$ cat src/hw/csr_consts.svh
`ifndef CSR_CONSTS_SVH
`define CSR_CONSTS_SVH

// ----------------------------------------------------------
// widths
// ----------------------------------------------------------

// one csr word
`define CSR_ARCH_WIDTH 32

// full counter, two csr words
`define CSR_CNT_WIDTH 64

// csr address field
`define CSR_ADDR_WIDTH 12

// ----------------------------------------------------------
// clocking
// ----------------------------------------------------------
`define CSR_CLOCK_FREQ_HZ 100_000_000

// hz per 1 MHz, divisor base for the us tick
`define CSR_HZ_PER_US 1_000_000

`endif

$ cat src/hw/csr_pkg.sv
`default_nettype none

`include "csr_consts.svh"

package csr_pkg;

    // data words
    typedef logic [`CSR_ARCH_WIDTH-1:0] csr_word_t;
    typedef logic [`CSR_CNT_WIDTH-1:0] csr_cnt_t;

    // supported machine-mode csr addresses
    typedef enum logic [`CSR_ADDR_WIDTH-1:0] {
        CSR_MSCRATCH  = 12'h340,
        CSR_TOHOST    = 12'h51E,
        CSR_MCYCLE    = 12'hB00,
        CSR_MINSTRET  = 12'hB02,
        CSR_MCYCLEH   = 12'hB80,
        CSR_MINSTRETH = 12'hB82,
        CSR_TIME      = 12'hC01,
        CSR_TIMEH     = 12'hC81
    } csr_addr_t;

    // same encoding as funct3[1:0] of csrrw/csrrs/csrrc
    typedef enum logic [1:0] {
        CSR_OP_RW = 2'd1,
        CSR_OP_RS = 2'd2,
        CSR_OP_RC = 2'd3
    } csr_op_t;

    // command sequencer states
    typedef enum logic [2:0] {
        IDLE     = 3'd0,
        EXEC     = 3'd1,
        HOST_REQ = 3'd2,
        HOST_REL = 3'd3,
        ACK      = 3'd4
    } cmd_state_t;

endpackage

`default_nettype wire

$ cat src/hw/csr_cmd_fsm.sv
`timescale 1ns/1ps
`default_nettype none

`include "csr_consts.svh"

module csr_cmd_fsm import csr_pkg::*; (
    input  logic clk,
    input  logic rst,
    // command port
    input  logic cmd_req_i,
    output logic cmd_ack_o,
    // to register block
    output logic exec_o,
    input  logic host_send_i,
    // host port
    output logic host_req_o,
    input  logic host_ack_i
);

cmd_state_t state;
cmd_state_t state_nxt;

// ----------------------------------------------------------
// state register
// ----------------------------------------------------------
always_ff @(posedge clk) begin
    if (rst) begin
        state <= IDLE;
    end else begin
        state <= state_nxt;
    end
end

// ----------------------------------------------------------
// next state
// ----------------------------------------------------------
always_comb begin
    state_nxt = state;
    case (state)
        IDLE: begin
            if (cmd_req_i) state_nxt = EXEC;
        end
        EXEC: begin
            // tohost writes go out to the host before the ack
            state_nxt = host_send_i ? HOST_REQ : ACK;
        end
        HOST_REQ: begin
            if (host_ack_i) state_nxt = HOST_REL;
        end
        HOST_REL: begin
            if (!host_ack_i) state_nxt = ACK;
        end
        ACK: begin
            if (!cmd_req_i) state_nxt = IDLE;
        end
        default: begin
            state_nxt = IDLE;
        end
    endcase
end

// outputs decoded from state only
assign exec_o = (state == EXEC);
assign host_req_o = (state == HOST_REQ);
assign cmd_ack_o = (state == ACK);

// ----------------------------------------------------------
// handshake checks
// ----------------------------------------------------------

// host must have released ack from the last transfer
a_host_req_rise: assert property (
    @(posedge clk) disable iff (rst)
    $rose(host_req_o) |-> !host_ack_i
) else $error("host_req_o raised while host_ack_i still high");

// master may only drop req once ack is already up
a_cmd_req_hold: assert property (
    @(posedge clk) disable iff (rst)
    (cmd_ack_o && !cmd_req_i) |-> ($past(state) == ACK)
) else $error("cmd_req_i dropped before cmd_ack_o was seen");

endmodule

`default_nettype wire

$ cat src/hw/csr_counter64.sv
`timescale 1ns/1ps
`default_nettype none

`include "csr_consts.svh"

module csr_counter64 import csr_pkg::*; (
    input  logic      clk,
    input  logic      rst,
    input  logic      inc_i,
    input  logic      wr_lo_i,
    input  logic      wr_hi_i,
    input  csr_word_t wdata_i,
    output csr_cnt_t  count_o
);

localparam int unsigned LO_W = `CSR_ARCH_WIDTH;
localparam int unsigned CNT_W = `CSR_CNT_WIDTH;

// ----------------------------------------------------------
// counter with writable halves
// ----------------------------------------------------------

// a write replaces one half and skips the increment
always_ff @(posedge clk) begin
    if (rst) begin
        count_o <= '0;
    end else if (wr_lo_i) begin
        count_o[LO_W-1:0] <= wdata_i;
    end else if (wr_hi_i) begin
        count_o[CNT_W-1:LO_W] <= wdata_i;
    end else begin
        count_o <= count_o + csr_cnt_t'(inc_i);
    end
end

// ----------------------------------------------------------
// checks
// ----------------------------------------------------------

// decoder drives at most one half per command
a_one_half: assert property (
    @(posedge clk) disable iff (rst)
    !(wr_lo_i && wr_hi_i)
) else $error("both counter halves written in the same cycle");

// write strobes come from a single exec cycle
a_wr_pulse: assert property (
    @(posedge clk) disable iff (rst)
    (wr_lo_i || wr_hi_i) |=> !(wr_lo_i || wr_hi_i)
) else $error("counter write held longer than one cycle");

endmodule

`default_nettype wire

$ cat src/hw/csr_regs.sv
`timescale 1ns/1ps
`default_nettype none

`include "csr_consts.svh"

module csr_regs import csr_pkg::*; (
    input  logic      clk,
    input  logic      rst,
    // command from the sequencer
    input  logic      exec_i,
    input  csr_op_t   op_i,
    input  csr_addr_t addr_i,
    input  csr_word_t wdata_i,
    // events
    input  logic      ret_i,
    input  csr_cnt_t  mtime_i,
    // results
    output csr_word_t rdata_o,
    output logic      host_send_o,
    output csr_word_t tohost_o
);

localparam int unsigned LO_W = `CSR_ARCH_WIDTH;
localparam int unsigned CNT_W = `CSR_CNT_WIDTH;

csr_word_t mscratch;
csr_cnt_t mcycle;
csr_cnt_t minstret;
csr_word_t csr_old;
csr_word_t csr_new;

// ----------------------------------------------------------
// read mux
// ----------------------------------------------------------
always_comb begin
    csr_old = '0;
    case (addr_i)
        CSR_TOHOST:    csr_old = tohost_o;
        CSR_MSCRATCH:  csr_old = mscratch;
        CSR_MCYCLE:    csr_old = mcycle[LO_W-1:0];
        CSR_MCYCLEH:   csr_old = mcycle[CNT_W-1:LO_W];
        CSR_MINSTRET:  csr_old = minstret[LO_W-1:0];
        CSR_MINSTRETH: csr_old = minstret[CNT_W-1:LO_W];
        CSR_TIME:      csr_old = mtime_i[LO_W-1:0];
        CSR_TIMEH:     csr_old = mtime_i[CNT_W-1:LO_W];
        // unmapped reads as zero
        default:       csr_old = '0;
    endcase
end

// read-modify-write value
always_comb begin
    csr_new = csr_old;
    case (op_i)
        CSR_OP_RW: csr_new = wdata_i;
        CSR_OP_RS: csr_new = csr_old | wdata_i;
        CSR_OP_RC: csr_new = csr_old & ~wdata_i;
        default:   csr_new = csr_old;
    endcase
end

// ----------------------------------------------------------
// plain registers
// ----------------------------------------------------------
always_ff @(posedge clk) begin
    if (rst) begin
        tohost_o <= '0;
        mscratch <= '0;
    end else if (exec_i) begin
        case (addr_i)
            CSR_TOHOST:   tohost_o <= csr_new;
            CSR_MSCRATCH: mscratch <= csr_new;
            default: ;
        endcase
    end
end

// old value, held until the next command
always_ff @(posedge clk) begin
    if (exec_i) rdata_o <= csr_old;
end

// any op on tohost counts as a write
assign host_send_o = exec_i && (addr_i == CSR_TOHOST);

// ----------------------------------------------------------
// counters
// ----------------------------------------------------------
csr_counter64 mcycle_cnt (
    .clk     (clk),
    .rst     (rst),
    .inc_i   (1'b1),
    .wr_lo_i (exec_i && (addr_i == CSR_MCYCLE)),
    .wr_hi_i (exec_i && (addr_i == CSR_MCYCLEH)),
    .wdata_i (csr_new),
    .count_o (mcycle)
);

csr_counter64 minstret_cnt (
    .clk     (clk),
    .rst     (rst),
    .inc_i   (ret_i),
    .wr_lo_i (exec_i && (addr_i == CSR_MINSTRET)),
    .wr_hi_i (exec_i && (addr_i == CSR_MINSTRETH)),
    .wdata_i (csr_new),
    .count_o (minstret)
);

endmodule

`default_nettype wire

$ cat src/hw/csr_unit_top.sv
`timescale 1ns/1ps
`default_nettype none

`include "csr_consts.svh"

module csr_unit_top import csr_pkg::*; #(
    parameter int unsigned CLOCK_FREQ_HZ = `CSR_CLOCK_FREQ_HZ
)(
    input  logic      clk,
    input  logic      rst,
    // command port
    input  logic      cmd_req_i,
    input  csr_op_t   cmd_op_i,
    input  csr_addr_t cmd_addr_i,
    input  csr_word_t cmd_wdata_i,
    output logic      cmd_ack_o,
    output csr_word_t cmd_rdata_o,
    // retirement pulse
    input  logic      ret_i,
    // host port
    output logic      host_req_o,
    output csr_word_t host_data_o,
    input  logic      host_ack_i
);

logic exec;
logic host_send;
csr_cnt_t mtime;

csr_cmd_fsm csr_cmd_fsm_i (
    .clk         (clk),
    .rst         (rst),
    .cmd_req_i   (cmd_req_i),
    .cmd_ack_o   (cmd_ack_o),
    .exec_o      (exec),
    .host_send_i (host_send),
    .host_req_o  (host_req_o),
    .host_ack_i  (host_ack_i)
);

us_timer #(
    .CLOCK_FREQ_HZ (CLOCK_FREQ_HZ)
) us_timer_i (
    .clk     (clk),
    .rst     (rst),
    .mtime_o (mtime)
);

// tohost register doubles as the host data bus
csr_regs csr_regs_i (
    .clk         (clk),
    .rst         (rst),
    .exec_i      (exec),
    .op_i        (cmd_op_i),
    .addr_i      (cmd_addr_i),
    .wdata_i     (cmd_wdata_i),
    .ret_i       (ret_i),
    .mtime_i     (mtime),
    .rdata_o     (cmd_rdata_o),
    .host_send_o (host_send),
    .tohost_o    (host_data_o)
);

endmodule

`default_nettype wire

$ cat src/hw/us_timer.sv
`timescale 1ns/1ps
`default_nettype none

`include "csr_consts.svh"

module us_timer import csr_pkg::*; #(
    parameter int unsigned CLOCK_FREQ_HZ = `CSR_CLOCK_FREQ_HZ
)(
    input  logic     clk,
    input  logic     rst,
    output csr_cnt_t mtime_o
);

localparam int unsigned CLOCKS_PER_US = CLOCK_FREQ_HZ / `CSR_HZ_PER_US;
// keep one bit when the divisor is 1
localparam int unsigned DIV_W = (CLOCKS_PER_US > 1) ? $clog2(CLOCKS_PER_US) : 1;
localparam logic [DIV_W-1:0] DIV_LAST = DIV_W'(CLOCKS_PER_US - 1);

logic [DIV_W-1:0] cnt_us;
logic tick_us;

// divide down to one tick per microsecond
always_ff @(posedge clk) begin
    if (rst) begin
        cnt_us <= '0;
        tick_us <= 1'b0;
    end else if (cnt_us == DIV_LAST) begin
        cnt_us <= '0;
        tick_us <= 1'b1;
    end else begin
        cnt_us <= cnt_us + 1'b1;
        tick_us <= 1'b0;
    end
end

// time follows the tick by one cycle
always_ff @(posedge clk) begin
    if (rst) mtime_o <= '0;
    else mtime_o <= mtime_o + csr_cnt_t'(tick_us);
end

if (CLOCKS_PER_US > 1) begin : gen_tick_chk
    a_tick_single: assert property (
        @(posedge clk) disable iff (rst) tick_us |=> !tick_us
    ) else $error("us tick high two cycles in a row");
end

endmodule

`default_nettype wire

$ cat config.mk
export PLATFORM = sky130hd
export DESIGN_NAME = csr_unit_top
export DESIGN_NICKNAME = d
export VERILOG_FILES = /design/src/hw/csr_pkg.sv /design/src/hw/csr_cmd_fsm.sv /design/src/hw/csr_counter64.sv /design/src/hw/csr_regs.sv /design/src/hw/csr_unit_top.sv /design/src/hw/us_timer.sv
export VERILOG_INCLUDE_DIRS = /design/src /design/src/hw
export SDC_FILE = /design/constraint.sdc
export NUM_CORES = 1
export LEC_CHECK = 0
export BUFFER_PORTS_ARGS = -buffer_cell sky130_fd_sc_hd__buf_2
export CAP_MARGIN = 20
export CORE_MARGIN = 5
export CORE_UTILIZATION = 55
export DETAILED_ROUTE_END_ITERATION = 7
export PLACE_DENSITY = 0.75
export SLEW_MARGIN = 40
export SYNTH_ARGS = -nofsm -noshare
export SYNTH_HDL_FRONTEND = slang
export SYNTH_HIERARCHICAL = 1
export SYNTH_SLANG_ARGS = --single-unit
$ cat constraint.sdc
create_clock -name clk -period 3.4 [get_ports clk]
set_input_delay 0.17 -clock clk [delete_from_list [all_inputs] [get_ports clk]]
set_output_delay 0.17 -clock clk [all_outputs]
set_load 0.02 [all_outputs]
==> run summary, run 1 <==
RSZ-0062 raised after global routing = false
PD cells = 382 nW/um^2
syn nets = 2,279
unique cell type count in the Yosys netlist = 82
fillers = 2,872
total chip power = 7830 uW
final WL = 70,200 um
kind of critical path = reg2reg
initial antenna violation count = 4
largest net degree at the start of global routing = 78
syn_area_per_cell = 8.25 um^2
Fmax = 334 MHz
final setup fails = 0
Area Growth Syn to Fin = 11.9%
clock insertion delay at the later pin of the skew report = 0.53 ns
CP startpoint kind = flop
post-synthesis cell count = 2,221
# DRC = 1
share of cells above drive strength 1 = 15.0%
Placed Instance Area = 19,400 um^2
Hold WS = 0.0252 ns
DR WL/cell = 25.5 um
Slew HR = 39.1%
status = finished, violations left
WHS Path Cells = 3
worst vdd ir = 359 uV
TritonCTS buffer count = 34
leak pwr = 0.00725 uW
final cell count without fillers = 2,758
failing checks = design-rule violations
Die Y = 192 um
core area = 32,700 um^2
clk slew on worst S/H paths = 0.06 ns
drt via density = 6.98
Layout Cell Area excl Fill = 20,500 um^2
TritonRoute pass-1 iters = 8
CTS max path bufs = 3
top cells by area, synth = dfxtp_1 (29%), mux2i_1 (8.3%), edfxtp_1 (5.2%), nor2_1 (4.8%), nand2_1 (3.8%)
Final Hold Viols = 0
Reg2Reg Depth = 5
Final ANT Viol Nets = 0
top-area cell type share of the netlist area = 29.2%
area leader, netlist = dfxtp_1
I/O Pins = 117
Die W = 192 um
Post-synth EDFFs = 32
Synth Flop Type = dfxtp_1
Final min period = 2.99 ns
nets@finish = 2,348
Max Cap Viol = 0
placed cells = 2,695
crit path DAT = 3.44 ns
GRT Util Overall = 36.6%
count of pins over their slew limit = 0
Req. time, crit path = 3.85 ns
Crit. End Element = flop
Die Area = 37,100 um^2
Root Buffer = clkbuf_16
first-pass GRT wire length = 106,000 um
post-synthesis sequential area ratio = 34.4%
actual slew at the worst max-slew pin = 0.907 ns
CTS Sinks = 299
ys async rst share = 0%
number of global-route vias before repair = 17,500
skew final = 0.00819 ns
cell area after synthesis = 18,300 um^2
GRT overflow = 0
TritonCTS clock tree = done
1st-iter DRT viols = 2,696
Setup Fix Bufs, Post-CTS = 0
DP Wirelength = 50,100 um
YS warnings = 6
Fin Setup TNS = 0 ns
Port Buf Inserts = 116
total number of vias = 19,200
Crit Path Max Fanout = 10
Hold WC Path Type = in2reg
Final Cycle Share = 88.1%
routability congestion estimate = 0.983
Initial Util = 56.0%
Site Rows = 66
Yosys reg bits = 299
H-tree lvl count = 2
==> final timing paths <==
check	to	slack, ns	startpoint
max	csr_regs_i/mcycle_cnt/count_o[37]	0.41	csr_regs_i/mcycle_cnt/count_o[3]
min	csr_regs_i/tohost_o[17]	0.03	cmd_wdata_i[17]
max reg2reg	csr_regs_i/mcycle_cnt/count_o[37]	0.41	csr_regs_i/mcycle_cnt/count_o[3]
min reg2reg	us_timer_i/cnt_us[0]	0.46	us_timer_i/cnt_us[0]
==> per-stage QoR <==
stage                     worst slack, ns  utilization, %
after detailed placement            0.451            59.3
after floorplan                     0.375               -
after CTS                           0.503            62.6
after global placement              0.227            59.2
final                               0.406            62.6
after global routing                0.235            62.6
==> worst max-delay path, stage by stage (launching register included) <==
cell and delay (ns):
dfxtp_1 0.47, nand4_2 0.33, nor4_1 0.77, nand4_1 0.54, or4_1 0.63, a31oi_1 0.17
==> cells in the mapped netlist, types with 7 or more instances <==
master and instances:
dfxtp_1 267, nor2_1 235, nand2_1 184, mux2i_1 152, nand4_1 104, a21oi_1 100, clkbuf_1 95, inv_1 79
nand3_1 79, xnor2_1 70, o221ai_1 62, nor3_1 58, a31oi_1 53, nor4_1 47, a211oi_1 39, o21ai_0 39
or2_2 38, a22o_1 34, edfxtp_1 32, o31ai_1 32, o22a_1 31, xor2_1 28, or3_1 27, a22oi_1 26
and3_1 26, buf_2 25, o21ai_2 20, o22ai_1 20, buf_1 19, or4_1 14, o21ai_1 11, nor2b_1 10
o2bb2ai_1 10, and2_1 9, nand3b_1 8, nand4_2 8, o211ai_1 8, o31ai_2 8, and4_1 7, buf_6 7
ha_1 7, nor4_2 7
==> repair_timing <==
| action | in CTS | in global routing |
|---|---|---|
| hold endpoints to repair | 2 | 0 |
| hold buffers | 1 | 0 |
| resized for setup | 0 | 0 |
==> layout by cell type (no fill, tap or decap), types with 63 or more instances in the layout <==
cell type	Yosys	final
nand3_1	79	79
mux2i_1	152	152
inv_1	79	79
nand2_1	184	184
buf_2	25	114
xnor2_1	70	70
nand4_1	104	104
dfxtp_1	267	267
buf_4	2	63
a21oi_1	100	100
nor2_1	235	231
==> report_power, final <==
| group | switching [uW] | internal (uW) |
|---|---|---|
| sequential | 36.0 | 3600 |
| clock | 1510 | 2100 |
| combinational | 416 | 175 |
| total | 1960 | 5870 |
==> cells by family after synthesis <==
kind of cell | synth area share [%]
AND/OR/NAND/NOR | 26.3
flip-flops | 34.4
multiplexers | 8.43
adder cells (fa/ha/maj) | 0.478
XOR/XNOR | 4.69
other | 0.0205
buffers and inverters | 5.26
AO/OA/AOI/OAI | 20.4
==> per-layer routing <==
layer  GRT usage, %  part of all wire [%]
met4           15.9                   5.3
met2           55.2                    43
met1           50.3                    39
met5              0                 0.038
met3           8.10                    12
==> area by class of cell <==
cell class / instances / area, um^2 / share of cell area (%)
inverter: 83 / 312 / 1.52
clock buffer: 55 / 1040 / 5.10
timing repair buffer: 182 / 1120 / 5.45
antenna: 3 / 7.51 / 0.0366
tap: 442 / 553 / 2.70
multi-input combinational: 1690 / 11100 / 54.3
sequential: 299 / 6310 / 30.8
clock inverter: 4 / 17.5 / 0.0855
==> sequential cells by signal, indices dropped and copies added, names as in the netlist <==
register,flops
csr_regs_i/mcycle_cnt/count_o,64
csr_regs_i/tohost_o,32
us_timer_i/tick_us,1
csr_regs_i/rdata_o,32
csr_regs_i/mscratch,32
csr_cmd_fsm_i/state,3
us_timer_i/cnt_us,7
csr_regs_i/minstret_cnt/count_o,64
us_timer_i/mtime_o,64
No activity file was read; power rests on OpenSTA's default activity.
==> run 2: changes to the inputs <==
Settings changed: CORE_ASPECT_RATIO set to 1.25.
==> run summary, run 2 (same netlist as run 1, synthesis figures left out) <==
fillers = 2,803 (-2.4%)
Final Hold Viols = 0 (unchanged)
Final Cycle Share = 92.7% (+4.7 points)
RSZ-0062 raised after global routing = false
CTS max path bufs = 3 (unchanged)
actual slew at the worst max-slew pin = 0.942 ns (+0.0342 ns)
DR WL/cell = 26.0 um (+2.3%)
I/O Pins = 117 (unchanged)
Crit. End Element = flop
biggest regs = csr_regs_i/mcycle_cnt/count_o (64), csr_regs_i/minstret_cnt/count_o (64), us_timer_i/mtime_o (64)
Final ANT Viol Nets = 0 (unchanged)
Final min period = 3.15 ns (+0.158 ns)
Hold WS = 0.0156 ns (-0.00960 ns)
TritonRoute pass-1 iters = 6 (-2)
reg-to-reg endpoint = csr_regs_i/mcycle_cnt/count_o[52]
# DRC = 0 (-1)
Hold WC Path Type = in2reg
most frequent cells in the layout = dfxtp_1 (267), nor2_1 (231), nand2_1 (184)
Initial Util = 55.9% (-0.13 points)
routability congestion estimate = 1.07 (+8.8%)
worst vdd ir = 316 uV (-12%)
kind of critical path = reg2reg
commonest non-fill, non-tap cell in the layout = dfxtp_1
initial antenna violation count = 3 (-1)
final WL = 71,800 um (+2.3%)
GRT Util Overall = 36.5% (-0.090 points)
number of global-route vias before repair = 18,200 (+4.0%)
WHS Path Cells = 3 (unchanged)
1st-iter DRT viols = 2,552 (-5.3%)
clk slew on worst S/H paths = 0.06 ns (about the same)
first-pass GRT wire length = 109,000 um (+2.9%)
Req. time, crit path = 3.85 ns (about the same)
Area Growth Syn to Fin = 13.4%
TritonCTS clock tree = done
count of pins over their slew limit = 0 (unchanged)
Layout Cell Area excl Fill = 20,800 um^2 (+1.4%)
core area = 32,800 um^2 (+0.23%)
Hold Startpoint = cmd_wdata_i[21]
reg2reg start = csr_regs_i/mcycle_cnt/count_o[9]
minimum setup slack among reg-to-reg paths = 0.25 ns (-0.16 ns)
status = finished clean
Placed Instance Area = 19,600 um^2 (+0.95%)
skew final = 0.0352 ns (+0.0270 ns)
CP Launch Point = csr_regs_i/mcycle_cnt/count_o[9]
Root Buffer = clkbuf_16
Die Area = 37,100 um^2 (about the same)
cts repair resizes = 0 (unchanged)
largest net degree at the start of global routing = 107 (+37%)
H-tree lvl count = 2 (unchanged)
CTS Sinks = 299 (unchanged)
TritonCTS buffer count = 34 (unchanged)
final core utilization = 63.4% (+0.75 points)
leak pwr = 0.00744 uW (+2.6%)
crit path DAT = 3.60 ns (+0.16 ns)
nets@finish = 2,373 (+1.1%)
Die W = 173 um (-10%)
GRT overflow = 0 (unchanged)
final setup fails = 0 (unchanged)
CP startpoint kind = flop
Fin Setup TNS = 0 ns (unchanged)
Slew HR = 36.8% (-2.3 points)
Crit Path Max Fanout = 8 (-2)
PD cells = 391 nW/um^2 (+2.4%)
Fmax = 317 MHz (-5.0%)
drt via density = 7.05 (+1.0%)
hold path endpoint = csr_regs_i/tohost_o[21]
share of cells above drive strength 1 = 16.2% (+1.1 points)
Port Buf Inserts = 116 (unchanged)
DP Wirelength = 51,900 um (+3.5%)
total number of vias = 19,400 (+1.0%)
Site Rows = 74 (+12%)
Die Y = 214 um (+11%)
Reg2Reg Depth = 6 (+1)
clock insertion delay at the later pin of the skew report = 0.55 ns (+0.02 ns)
Max Cap Viol = 0 (unchanged)
-- run 2: worst max-delay path by stage --
stage / endpoint / slack, ns
finish: csr_regs_i/mcycle_cnt/count_o[52] / 0.25
global route: csr_regs_i/mcycle_cnt/count_o[52] / 0.23
global placement: csr_regs_i/mcycle_cnt/count_o[52] / 0.38
floorplan: csr_regs_i/mcycle_cnt/count_o[61] / 0.37
detailed placement: csr_regs_i/mcycle_cnt/count_o[52] / 0.37
CTS: csr_regs_i/mcycle_cnt/count_o[52] / 0.37
-- run 2: critical path: stages, from the launching register on --
cell and delay, ns:
dfxtp_1 0.40, nand4_1 0.41, nor4_1 0.89, nand3_2 0.29
or2_4 0.36, or4_1 0.53, a31oi_1 0.17
-- run 2: timing repair --
| action | 4_1_cts | 5_1_grt |
|---|---|---|
| hold buffers | 3 | 0 |
| setup endpoints to repair | 0 | 0 |
| hold endpoints to repair | 3 | 0 |
| buffers inserted | 0 | 0 |
-- run 2: power by group --
| group | internal, uW | switching (uW) | leakage (uW) |
|---|---|---|---|
| combinational | 177 | 419 | 0.00441 |
| clock | 2330 | 1570 | 0.000570 |
| sequential | 3600 | 36.1 | 0.00246 |
-- run 2: area by class of cell --
cell class	count	area [um^2]	share of cell area, %
clock inverter	11	176	0.849
multi-input combinational	1690	11100	53.6
tap	418	523	2.52
sequential	299	6310	30.4
antenna	2	5.00	0.0241
inverter	83	312	1.50
clock buffer	48	985	4.74
timing repair buffer	207	1340	6.46
-- run 2: through the flow --
step           setup WS, ns  power (uW)  cells
2_1_floorplan         0.375        4040   2221
3_3_place_gp          0.383        4260   2694
3_5_place_dp          0.371        4280   2694
4_1_cts               0.370        8110   2756
5_1_grt               0.230        8300   2758
6_report              0.248        8130   2758
-- run 2: per-layer routing --
metal  up-vias  track usage [%]  wire length (um)
li1       8517                -                 -
met3       337             6.44              6850
met1      9299             44.5             26400
met2      1283             61.0             34000
met5         -                0                 0
met4         0             20.2              4650
